## config.mk

```make
export PLATFORM = sky130hd
export DESIGN_NAME = ein_int
export DESIGN_NICKNAME = d
export VERILOG_FILES = /design/src/verilog/ein_ctrl_pkg.sv /design/src/verilog/ein_frame_pkg.sv /design/src/verilog/ein_int.sv /design/src/verilog/ack_generator.sv /design/src/verilog/ein_mod.sv /design/src/verilog/header_decoder.sv /design/src/verilog/frame_buffer.sv
export VERILOG_INCLUDE_DIRS = /design/src /design/src/verilog
export SDC_FILE = /design/constraint.sdc
export NUM_CORES = 2
export LEC_CHECK = 0
export BUFFER_PORTS_ARGS = -buffer_cell sky130_fd_sc_hd__buf_4
export CAP_MARGIN = 20
export CELL_PAD_IN_SITES_DETAIL_PLACEMENT = 0
export CELL_PAD_IN_SITES_GLOBAL_PLACEMENT = 1
export CORE_MARGIN = 1.5
export CORE_UTILIZATION = 40
export DETAILED_ROUTE_END_ITERATION = 12
export PLACE_DENSITY_LB_ADDON = 0.1
export SETUP_SLACK_MARGIN = 0.2
export SLEW_MARGIN = 15
export SYNTH_ARGS = -nofsm -noshare
export SYNTH_HDL_FRONTEND = slang
export SYNTH_MEMORY_MAX_BITS = 65536
export SYNTH_SLANG_ARGS = --single-unit
```

## constraint.sdc

```tcl
create_clock -name reset -period 27.7 [get_ports reset]
set_input_delay 6.925 -clock reset [delete_from_list [all_inputs] [get_ports reset]]
set_output_delay 6.925 -clock reset [all_outputs]
set_load 0.01 [all_outputs]
```

## src/verilog/ein_macros.svh

```systemverilog
`ifndef EIN_MACROS_SVH
`define EIN_MACROS_SVH

////////////////////
// Frame buffer sizing.
////////////////////

// Number of characters the frame buffer can hold.
`define EIN_BUF_DEPTH 512

// Address width that matches the buffer depth.
`define EIN_BUF_AW 9

////////////////////
// Link protocol constants.
////////////////////

`define EIN_HDR_LEN 2     // Header bytes in front of the payload, eid then flags.

// Second byte of every acknowledge message.
`define EIN_ACK_CODE 8'h06

`define EIN_MIN_DIV 4     // Smaller dividers are raised to this value.

`endif
```

## src/verilog/ein_ctrl_pkg.sv

```systemverilog
// State encodings of the control machines.
package ein_ctrl_pkg;

	// Top level link sequencing.
	typedef enum logic [1:0] {
		LINK_IDLE, LINK_TX, LINK_ACK
	} link_state_t;

	// Header decoder. The drop state drains frames that end inside the header.
	typedef enum logic [2:0] {
		HD_WAIT, HD_EID, HD_FLAGS, HD_PAYLOAD, HD_DROP
	} hd_state_t;

	// Pad modulator.
	typedef enum logic [2:0] {
		MOD_IDLE, MOD_LOAD, MOD_BITS, MOD_SEP, MOD_END1, MOD_END2
	} mod_state_t;

	typedef enum logic [1:0] {
		ACK_IDLE, ACK_EID, ACK_CODE
	} ack_state_t;   // Acknowledge message player.

endpackage

```

## src/verilog/ein_frame_pkg.sv

```systemverilog
`include "ein_macros.svh"

// Data types that travel between the frame buffer, the decoder and the modulator.
package ein_frame_pkg;

	// One byte as it appears on the host bus or the ack bus.
	typedef logic [7:0] byte_t;

	// A buffered character. Bit 8 marks the last character of a frame.
	typedef logic [8:0] char_t;

	typedef logic [`EIN_BUF_AW-1:0] buf_addr_t;   // Read or write pointer into the buffer.

	// Endpoint id, taken from the first header byte.
	typedef logic [7:0] eid_t;

	// Clock cycles per symbol period on the pads.
	typedef logic [31:0] clk_div_t;

endpackage

```

## src/verilog/ein_int.sv

```systemverilog
`timescale 1ns/1ns

module ein_int import ein_frame_pkg::*, ein_ctrl_pkg::*; (
	input  logic     reset,
	input  logic     clk,
	input  logic     goc_mode,
	input  clk_div_t clk_div,
	input  byte_t    ma_data,
	input  logic     ma_data_valid,
	input  logic     ma_frame_valid,
	output logic     overflow,
	output logic     emo_pad,
	output logic     edi_pad,
	output logic     eci_pad,
	output byte_t    out_data,
	output logic     out_data_valid,
	output logic     out_frame_valid
);

	char_t       fb_dout;
	logic        fb_frame_valid;
	logic        fb_re;
	eid_t        hd_eid;
	logic        hd_fragment;
	logic        hd_header_done;
	logic        mod_re;
	logic        generate_ack;
	link_state_t state;
	link_state_t next_state;

	frame_buffer u_buf (
		.reset          (reset),
		.clk            (clk),
		.ma_data        (ma_data),
		.ma_data_valid  (ma_data_valid),
		.ma_frame_valid (ma_frame_valid),
		.fifo_re        (fb_re),
		.fifo_dout      (fb_dout),
		.frame_valid    (fb_frame_valid),
		.overflow       (overflow)
	);

	header_decoder u_hd (
		.reset       (reset),
		.clk         (clk),
		.fifo_dout   (fb_dout),
		.frame_valid (fb_frame_valid),
		.mod_re      (mod_re),
		.fifo_re     (fb_re),
		.eid         (hd_eid),
		.fragment    (hd_fragment),
		.header_done (hd_header_done)
	);

	// One pad changes per symbol period.
	ein_mod u_mod (
		.reset    (reset),
		.clk      (clk),
		.clk_div  (clk_div),
		.goc_mode (goc_mode),
		.fragment (hd_fragment),
		.start_tx (hd_header_done),
		.fifo_din (fb_dout),
		.fifo_re  (mod_re),
		.emo_out  (emo_pad),
		.edi_out  (edi_pad),
		.eci_out  (eci_pad)
	);

	ack_generator u_ack (
		.reset               (reset),
		.clk                 (clk),
		.generate_ack        (generate_ack),
		.eid_in              (hd_eid),
		.message_data        (out_data),
		.message_data_valid  (out_data_valid),
		.message_frame_valid (out_frame_valid)
	);

	////////////////////
	// Link sequencing.
	////////////////////

	// The fall of header_done means the modulator has released the last character.
	always_comb begin
		next_state   = state;
		generate_ack = 1'b0;
		case (state)
			LINK_IDLE: if (hd_header_done) next_state = LINK_TX;
			LINK_TX:   if (!hd_header_done) next_state = LINK_ACK;
			LINK_ACK: begin
				generate_ack = 1'b1;   // Single cycle request.
				next_state   = LINK_IDLE;
			end
			default: next_state = LINK_IDLE;
		endcase
	end

	always_ff @(posedge reset or posedge clk) begin
		if (clk)
			state <= LINK_IDLE;
		else
			state <= next_state;
	end

endmodule

```

## src/verilog/ack_generator.sv

```systemverilog
`timescale 1ns/1ns
`include "ein_macros.svh"

module ack_generator import ein_frame_pkg::*, ein_ctrl_pkg::*; (
	input  logic  reset,
	input  logic  clk,
	input  logic  generate_ack,
	input  eid_t  eid_in,
	output byte_t message_data,
	output logic  message_data_valid,
	output logic  message_frame_valid
);

	ack_state_t state;
	eid_t       eid_q;   // Endpoint id captured on the request.

	always_ff @(posedge reset) begin
		if (generate_ack && state == ACK_IDLE)
			eid_q <= eid_in;
		if (state == ACK_EID)
			message_data <= eid_q;
		else if (state == ACK_CODE)
			message_data <= `EIN_ACK_CODE;
	end

	// The frame level opens one cycle ahead of the first strobe and closes after the second.
	always_ff @(posedge reset or posedge clk) begin
		if (clk) begin
			state               <= ACK_IDLE;
			message_data_valid  <= 1'b0;
			message_frame_valid <= 1'b0;
		end else begin
			case (state)
				ACK_IDLE: begin
					message_data_valid  <= 1'b0;
					message_frame_valid <= generate_ack;
					if (generate_ack)
						state <= ACK_EID;
				end
				ACK_EID: begin
					message_data_valid <= 1'b1;
					state              <= ACK_CODE;
				end
				ACK_CODE: begin
					message_data_valid <= 1'b1;
					state              <= ACK_IDLE;
				end
				default: state <= ACK_IDLE;
			endcase
		end
	end

endmodule

```

## src/verilog/ein_mod.sv

```systemverilog
`timescale 1ns/1ns
`include "ein_macros.svh"

module ein_mod import ein_frame_pkg::*, ein_ctrl_pkg::*; (
	input  logic     reset,
	input  logic     clk,
	input  clk_div_t clk_div,
	input  logic     goc_mode,
	input  logic     fragment,
	input  logic     start_tx,
	input  char_t    fifo_din,
	output logic     fifo_re,
	output logic     emo_out,
	output logic     edi_out,
	output logic     eci_out
);

	mod_state_t state;
	clk_div_t   eff_div;
	clk_div_t   div_cnt;
	byte_t      shreg;
	logic [2:0] bit_cnt;
	logic       last;        // The byte in the shift register ends the frame.
	logic       tick;
	logic       cur_bit;

	////////////////////
	// Symbol timing.
	////////////////////

	assign eff_div = (clk_div < `EIN_MIN_DIV) ? clk_div_t'(`EIN_MIN_DIV) : clk_div;

	// End of a symbol period. Every pad change happens on one of these.
	assign tick = (state != MOD_IDLE) && (state != MOD_LOAD) && (div_cnt >= eff_div - 1'b1);

	assign cur_bit = goc_mode ? shreg[0] : shreg[7];

	// A character is released from the buffer only once its last symbol is out.
	// For the final byte that is after the end marks, which lets the ack follow the pads.
	always_comb begin
		fifo_re = 1'b0;
		if (tick) begin
			case (state)
				MOD_BITS: fifo_re = (bit_cnt == 3'd7) && !last;
				MOD_END1: fifo_re = fragment;
				MOD_END2: fifo_re = 1'b1;
				default:  fifo_re = 1'b0;
			endcase
		end
	end

	always_ff @(posedge reset) begin
		if (state == MOD_LOAD || (state == MOD_SEP && tick))
			shreg <= fifo_din[7:0];
		else if (state == MOD_BITS && tick)
			shreg <= goc_mode ? {1'b0, shreg[7:1]} : {shreg[6:0], 1'b0};
	end

	////////////////////
	// Control and pads.
	////////////////////

	always_ff @(posedge reset or posedge clk) begin
		if (clk) begin
			state   <= MOD_IDLE;
			div_cnt <= '0;
			bit_cnt <= '0;
			last    <= 1'b0;
			emo_out <= 1'b0;
			edi_out <= 1'b0;
			eci_out <= 1'b0;
		end else begin
			if (state == MOD_IDLE || state == MOD_LOAD)
				div_cnt <= '0;
			else
				div_cnt <= tick ? '0 : div_cnt + 1'b1;

			case (state)
				MOD_IDLE: begin
					if (start_tx)
						state <= MOD_LOAD;
				end
				MOD_LOAD: begin
					bit_cnt <= '0;
					last    <= fifo_din[8];
					state   <= MOD_BITS;
				end
				MOD_BITS: begin
					if (tick) begin
						if (cur_bit)
							emo_out <= ~emo_out;   // A one bit.
						else
							edi_out <= ~edi_out;   // A zero bit.
						bit_cnt <= bit_cnt + 1'b1;
						if (bit_cnt == 3'd7)
							state <= last ? MOD_END1 : MOD_SEP;
					end
				end
				MOD_SEP: begin
					// The next character is already visible, so it loads on the separator.
					if (tick) begin
						eci_out <= ~eci_out;
						bit_cnt <= '0;
						last    <= fifo_din[8];
						state   <= MOD_BITS;
					end
				end
				MOD_END1: begin
					if (tick) begin
						eci_out <= ~eci_out;
						state   <= fragment ? MOD_IDLE : MOD_END2;
					end
				end
				MOD_END2: begin
					if (tick) begin
						eci_out <= ~eci_out;
						state   <= MOD_IDLE;
					end
				end
				default: state <= MOD_IDLE;
			endcase
		end
	end

endmodule

```

## src/verilog/header_decoder.sv

```systemverilog
`timescale 1ns/1ns

module header_decoder import ein_frame_pkg::*, ein_ctrl_pkg::*; (
	input  logic  reset,
	input  logic  clk,
	input  char_t fifo_dout,
	input  logic  frame_valid,
	input  logic  mod_re,
	output logic  fifo_re,
	output eid_t  eid,
	output logic  fragment,
	output logic  header_done
);

	hd_state_t state;
	logic      hd_re;
	logic      is_mark;

	assign is_mark = fifo_dout[8];

	// Header characters are read here. A marked header character is left for the drop state.
	always_comb begin
		case (state)
			HD_EID, HD_FLAGS: hd_re = !is_mark;
			HD_DROP:          hd_re = frame_valid;
			default:          hd_re = 1'b0;
		endcase
	end

	assign header_done = (state == HD_PAYLOAD);
	assign fifo_re     = header_done ? mod_re : hd_re;   // The modulator owns the payload reads.

	always_ff @(posedge reset or posedge clk) begin
		if (clk) begin
			state    <= HD_WAIT;
			eid      <= '0;
			fragment <= 1'b0;
		end else begin
			case (state)
				HD_WAIT: begin
					if (frame_valid)
						state <= HD_EID;
				end
				HD_EID: begin
					if (is_mark) begin
						state <= HD_DROP;   // Frame of one byte.
					end else begin
						eid   <= fifo_dout[7:0];
						state <= HD_FLAGS;
					end
				end
				HD_FLAGS: begin
					if (is_mark) begin
						state <= HD_DROP;   // Header with no payload behind it.
					end else begin
						fragment <= fifo_dout[0];
						state    <= HD_PAYLOAD;
					end
				end
				HD_PAYLOAD: begin
					if (mod_re && is_mark)
						state <= HD_WAIT;
				end
				HD_DROP: begin
					// Keep reading until the end mark has gone.
					if (!frame_valid || is_mark)
						state <= HD_WAIT;
				end
				default: state <= HD_WAIT;
			endcase
		end
	end

endmodule

```

## src/verilog/frame_buffer.sv

```systemverilog
`timescale 1ns/1ns
`include "ein_macros.svh"

module frame_buffer import ein_frame_pkg::*; (
	input  logic  reset,
	input  logic  clk,
	input  byte_t ma_data,
	input  logic  ma_data_valid,
	input  logic  ma_frame_valid,
	input  logic  fifo_re,
	output char_t fifo_dout,
	output logic  frame_valid,
	output logic  overflow
);

	char_t     mem [`EIN_BUF_DEPTH];
	buf_addr_t wr_ptr;
	buf_addr_t rd_ptr;
	byte_t     last_byte;     // Copy of the newest byte, rewritten with the end mark.
	logic      fv_q;
	logic      dropping;      // The current host frame is being thrown away.
	logic      has_bytes;

	logic      frame_rise;
	logic      frame_fall;
	logic      reject;
	logic      accept;
	logic      wr_en;
	buf_addr_t wr_addr;
	char_t     wr_data;

	assign frame_rise = ma_frame_valid & ~fv_q;
	assign frame_fall = ~ma_frame_valid & fv_q;
	assign reject     = frame_rise & frame_valid;   // A frame is still held.
	assign accept     = ma_frame_valid & ~dropping & ~reject;

	// The close of a frame and a new byte never share a cycle, so one write port is enough.
	always_comb begin
		wr_en   = 1'b0;
		wr_addr = frame_rise ? '0 : wr_ptr;
		wr_data = {1'b0, ma_data};
		if (frame_fall && !dropping && has_bytes) begin
			wr_en   = 1'b1;
			wr_addr = wr_ptr - 1'b1;
			wr_data = {1'b1, last_byte};
		end else if (ma_data_valid && accept) begin
			wr_en = 1'b1;
		end
	end

	always_ff @(posedge reset) begin
		if (wr_en)
			mem[wr_addr] <= wr_data;
		if (ma_data_valid && accept)
			last_byte <= ma_data;
	end

	assign fifo_dout = mem[rd_ptr];   // Oldest unread character.

	always_ff @(posedge reset or posedge clk) begin
		if (clk) begin
			fv_q        <= 1'b0;
			dropping    <= 1'b0;
			has_bytes   <= 1'b0;
			wr_ptr      <= '0;
			rd_ptr      <= '0;
			frame_valid <= 1'b0;
			overflow    <= 1'b0;
		end else begin
			fv_q     <= ma_frame_valid;
			overflow <= reject;
			if (reject)
				dropping <= 1'b1;
			else if (frame_fall)
				dropping <= 1'b0;
			if (frame_rise && !reject) begin
				wr_ptr    <= '0;
				rd_ptr    <= '0;
				has_bytes <= 1'b0;
			end
			if (ma_data_valid && accept) begin
				wr_ptr    <= wr_addr + 1'b1;
				has_bytes <= 1'b1;
			end
			// Reading the end mark empties the buffer.
			if (frame_fall && !dropping && has_bytes)
				frame_valid <= 1'b1;
			else if (fifo_re && frame_valid && fifo_dout[8])
				frame_valid <= 1'b0;
			if (fifo_re && frame_valid)
				rd_ptr <= rd_ptr + 1'b1;
		end
	end

endmodule

```

==> flow_summary.toml <==
[grt]
track_usage_pct = 22.5
grt_pass1_wl_mm = 736
grt_pass1_vias = 92300
antenna_found_initial = 30
grt_max_degree = 200
gr-total-overflow = 0

[layout]
drive_above_1_share_pct = 23.7
nNetsFinal = 9024
syn2layout_area_growth_pct = 13.3

[clock_network]
cts.htree.levels = 6
cts_tree = "done"
cts_buffers = 526
clkLatencyLatePin_ps = 1040
cts_setup_buffers = 0
clock_sinks = 4723
cts_root_buffer = "clkbuf_16"
clockBufferDepth = 4
post_cts_resized = 0
cts.hold.buffers_added = 0
clk_pin_slew_worst_paths_ps = 60

[route]
num_vias = 90300
dr_wl_met2_mm = 250
drt-wirelength-per-cell_um = 34.3
first_pass_iters = 5
drt_iter0_markers = 10100
drc = 0
postRouteAntennaNets = 0
top_layer = "met5"
met1_length_mm = 232
dr_wl_met3_mm = 32.2
routed_via_density = 5.88
wl_mm = 527

[yosys]
postSynthAreaPerCell_sq_um = 21.1
yosys_warnings = 0
synth_nets = 8741
synth_edf_count = 4640
yosysSeqAreaShare_pct = 77.3
syn-cell-area_sq_um = 183000
ys_seq_elements = 4723
ys.flop_type = "edfxtp_1"
syn_inst = 8650
synth_cell_type_count = 71
asyncSetResetFlopFracSynth_pct = 1.76

[floorplanning]
start_util_pct = 40.1
boundaryPins = 59
die_h_um = 679
dieArea_sq_um = 461000
core-area_sq_um = 456000
dieWidth_um = 679
rows = 248

[power_and_ir_drop]
p_per_area_nw_per_um2 = 83.1
p_leak_uw = 0.0629
peakVddDrop_mv = 0.0620

[sta]
setup_violations = 0
final.setup.tns_ps = 0
final_hold_viol_count = 0
fin_crit_sh_pct = 44.4
rsz0062_at_grt = "no"
tightestPinTransition_ps = 1350
fin_worst_skew_ps = 52.3
slew-limit-headroom_pct = 10.2
clock.fmax_mhz = 81.4
fin_crit_ps = 12290
whs_ps = 449
drv_slew = 0

[place]
gp_congestion = 0.812
io_buffer_count = 58
dp_hpwl_mm = 320

[worst_setup_path]
crit_slowest_cell = "a31oi_2"
cp-start-kind = "primary input"
worstPathCellList = "buf_4 -> or4_1 -> nor4b_1 -> nand4_1 -> nand2_1 -> ha_1 -> nand3_1 -> or2_2 -> or3_1 -> nor4_1 -> nand2_1 -> xor2_1 -> ha_1 -> nor2b_1 -> o21ai_0 -> a21oi_1 -> o22ai_1 -> o21a_1 -> a31oi_2 -> nand3_1 -> a21oi_4 -> mux2i_1"
reg2reg_to = "u_mod.shreg[7]"
reg2reg_slack_ps = 19620
worstPathRequired_ps = 28650
cp_data_arrival_time_ps = 13240
path_depth = 22
reg2reg_depth = 14
crit_type = "primary input to flip-flop"
cp.buffers_inverters = 1
cpLargestDelayFamily = "simple AND/OR/NAND/NOR gates"
cp_max_fo = 13
end_kind = "flip-flop"
reg2reg_from = "u_buf.rd_ptr[0]"
slowest_delay_ps = 700
crit_start = "clk_div[26]"

[min_path]
min_from = "u_hd.eid[4]"
hold_class = "flip-flop to flip-flop"
hold_end = "u_ack.eid_q[4]"
min_path_cells = 0

[run]
drv_cap = 0

[outcome]
status = "complete, no violations"
==> worst register-to-register path, stage by stage (launching register included) <==
cell	delay, ps
dfrtp_4	810
buf_4	570
buf_12	590
buf_4	760
buf_4	730
buf_4	790
mux4_2	660
a22oi_1	210
a21oi_1	190
nor2_1	270
o221ai_1	170
a21oi_1	760
nor2_1	340
o31ai_2	780
o21ai_0	180
==> final cells by class <==
type,instances,area [sq um]
fillers,38100,249000
flip-flops and latches,4723,141000
multi-input cells,3357,39200
clock buffers,646,14000
well taps,6000,7510
repair buffers,295,2500
clock inverters,287,2460
inverters,30,123
diodes,14,35.0
==> Yosys cell counts, types with 12 or more instances <==
cell      count  area share (%)
edfxtp_1   4640              76
mux4_2     1119              14
nor2_1      641             1.3
clkbuf_1    297            0.61
a22oi_1     244             1.0
nand2_1     171            0.35
a21oi_1     162            0.44
a22o_1      148            0.71
a221oi_1    146            0.70
buf_2       120            0.33
mux2i_1      88            0.48
dfrtp_1      83             1.1
o22ai_1      81            0.28
buf_1        67            0.14
nor3_1       62            0.17
o21ai_0      58            0.16
nand3_1      49            0.13
ha_1         46            0.31
buf_4        40            0.16
xnor2_1      38            0.18
xor2_1       33            0.16
inv_1        29           0.060
nor2b_1      28           0.096
nor4_1       22           0.075
o211ai_1     20           0.082
buf_6        16           0.099
nand4_1      16           0.055
a21o_1       13           0.053
and2_1       13           0.044
nand2b_1     13           0.044
o31ai_1      13           0.053
mux2_2       12           0.074
==> how the worst max path moves through the flow <==
stage | end | slack (ps)
floorplan | u_buf.mem[0][0] | 4600
finish | u_buf.rd_ptr[0] | 15410
global placement | u_mod.state[0] | 13690
detailed placement | u_mod.state[0] | 13970
global route | u_buf.rd_ptr[0] | 14960
CTS | u_mod.state[0] | 15130
==> cell usage in the layout, fill, tap and decap left out, types with 77 or more instances in the layout <==
master,netlist,routed
o22ai_1,81,81
nand2_1,171,146
a21oi_1,162,162
buf_4,40,268
clkinv_1,1,110
dfrtp_1,83,77
mux2i_1,88,88
a22o_1,148,148
mux4_2,1119,1119
clkinv_2,0,83
clkbuf_1,297,101
clkbuf_16,0,540
nor2_1,641,637
a22oi_1,244,244
a221oi_1,146,146
edfxtp_1,4640,4640
==> state kept, by name, indices dropped and copies added, names as in the netlist, 2 cells and up <==
register and flops:
u_buf.last_byte 8, u_mod.bit_cnt 3, u_ack.eid_q 8, u_mod.shreg 8, u_mod.state 3, u_mod.div_cnt 32
u_ack.message_data 8, u_buf.wr_ptr 9, u_hd.state 3, u_buf.rd_ptr 9, u_ack.state 2, u_buf.mem 4608
u_hd.eid 8, state 2
==> stage by stage <==
| step | util (%) | total power (uW) | cell area (sq um) | std cells | worst slack, ps |
|---|---|---|---|---|---|
| after floorplan | - | 9740 | 183000 | 8650 | 4600 |
| after global placement | 41.8 | 10600 | 191000 | 14400 | 13690 |
| after detailed placement | 41.8 | 10700 | 191000 | 14400 | 13970 |
| after CTS | 45.4 | 17400 | 207000 | 15300 | 15130 |
| after global routing | 45.5 | 17700 | 207000 | 15300 | 14960 |
| final | 45.5 | 17200 | 207000 | 15400 | 15410 |
==> layer usage <==
| metal | up-vias | track usage, % |
|---|---|---|
| met5 | - | 0 |
| met4 | 2 | 5.23 |
| met3 | 630 | 3.30 |
| met2 | 3123 | 35.9 |
| li1 | 37000 | - |
| met1 | 49500 | 32.9 |
==> where the power goes <==
group          internal [uW]  switching [uW]
clock network           3860            2870
logic                    809            1610
registers               8030            39.3
==> cell families after synthesis <==
| group | share of synthesized area, % |
|---|---|
| AO/OA/AOI/OAI | 3.78 |
| XOR/XNOR | 0.340 |
| adder cells (fa/ha/maj) | 0.315 |
| buffers and inverters | 1.40 |
| flip-flops | 77.3 |
| multiplexers | 14.3 |
| AND/OR/NAND/NOR | 2.51 |
(Power assumes the default switching activity.)
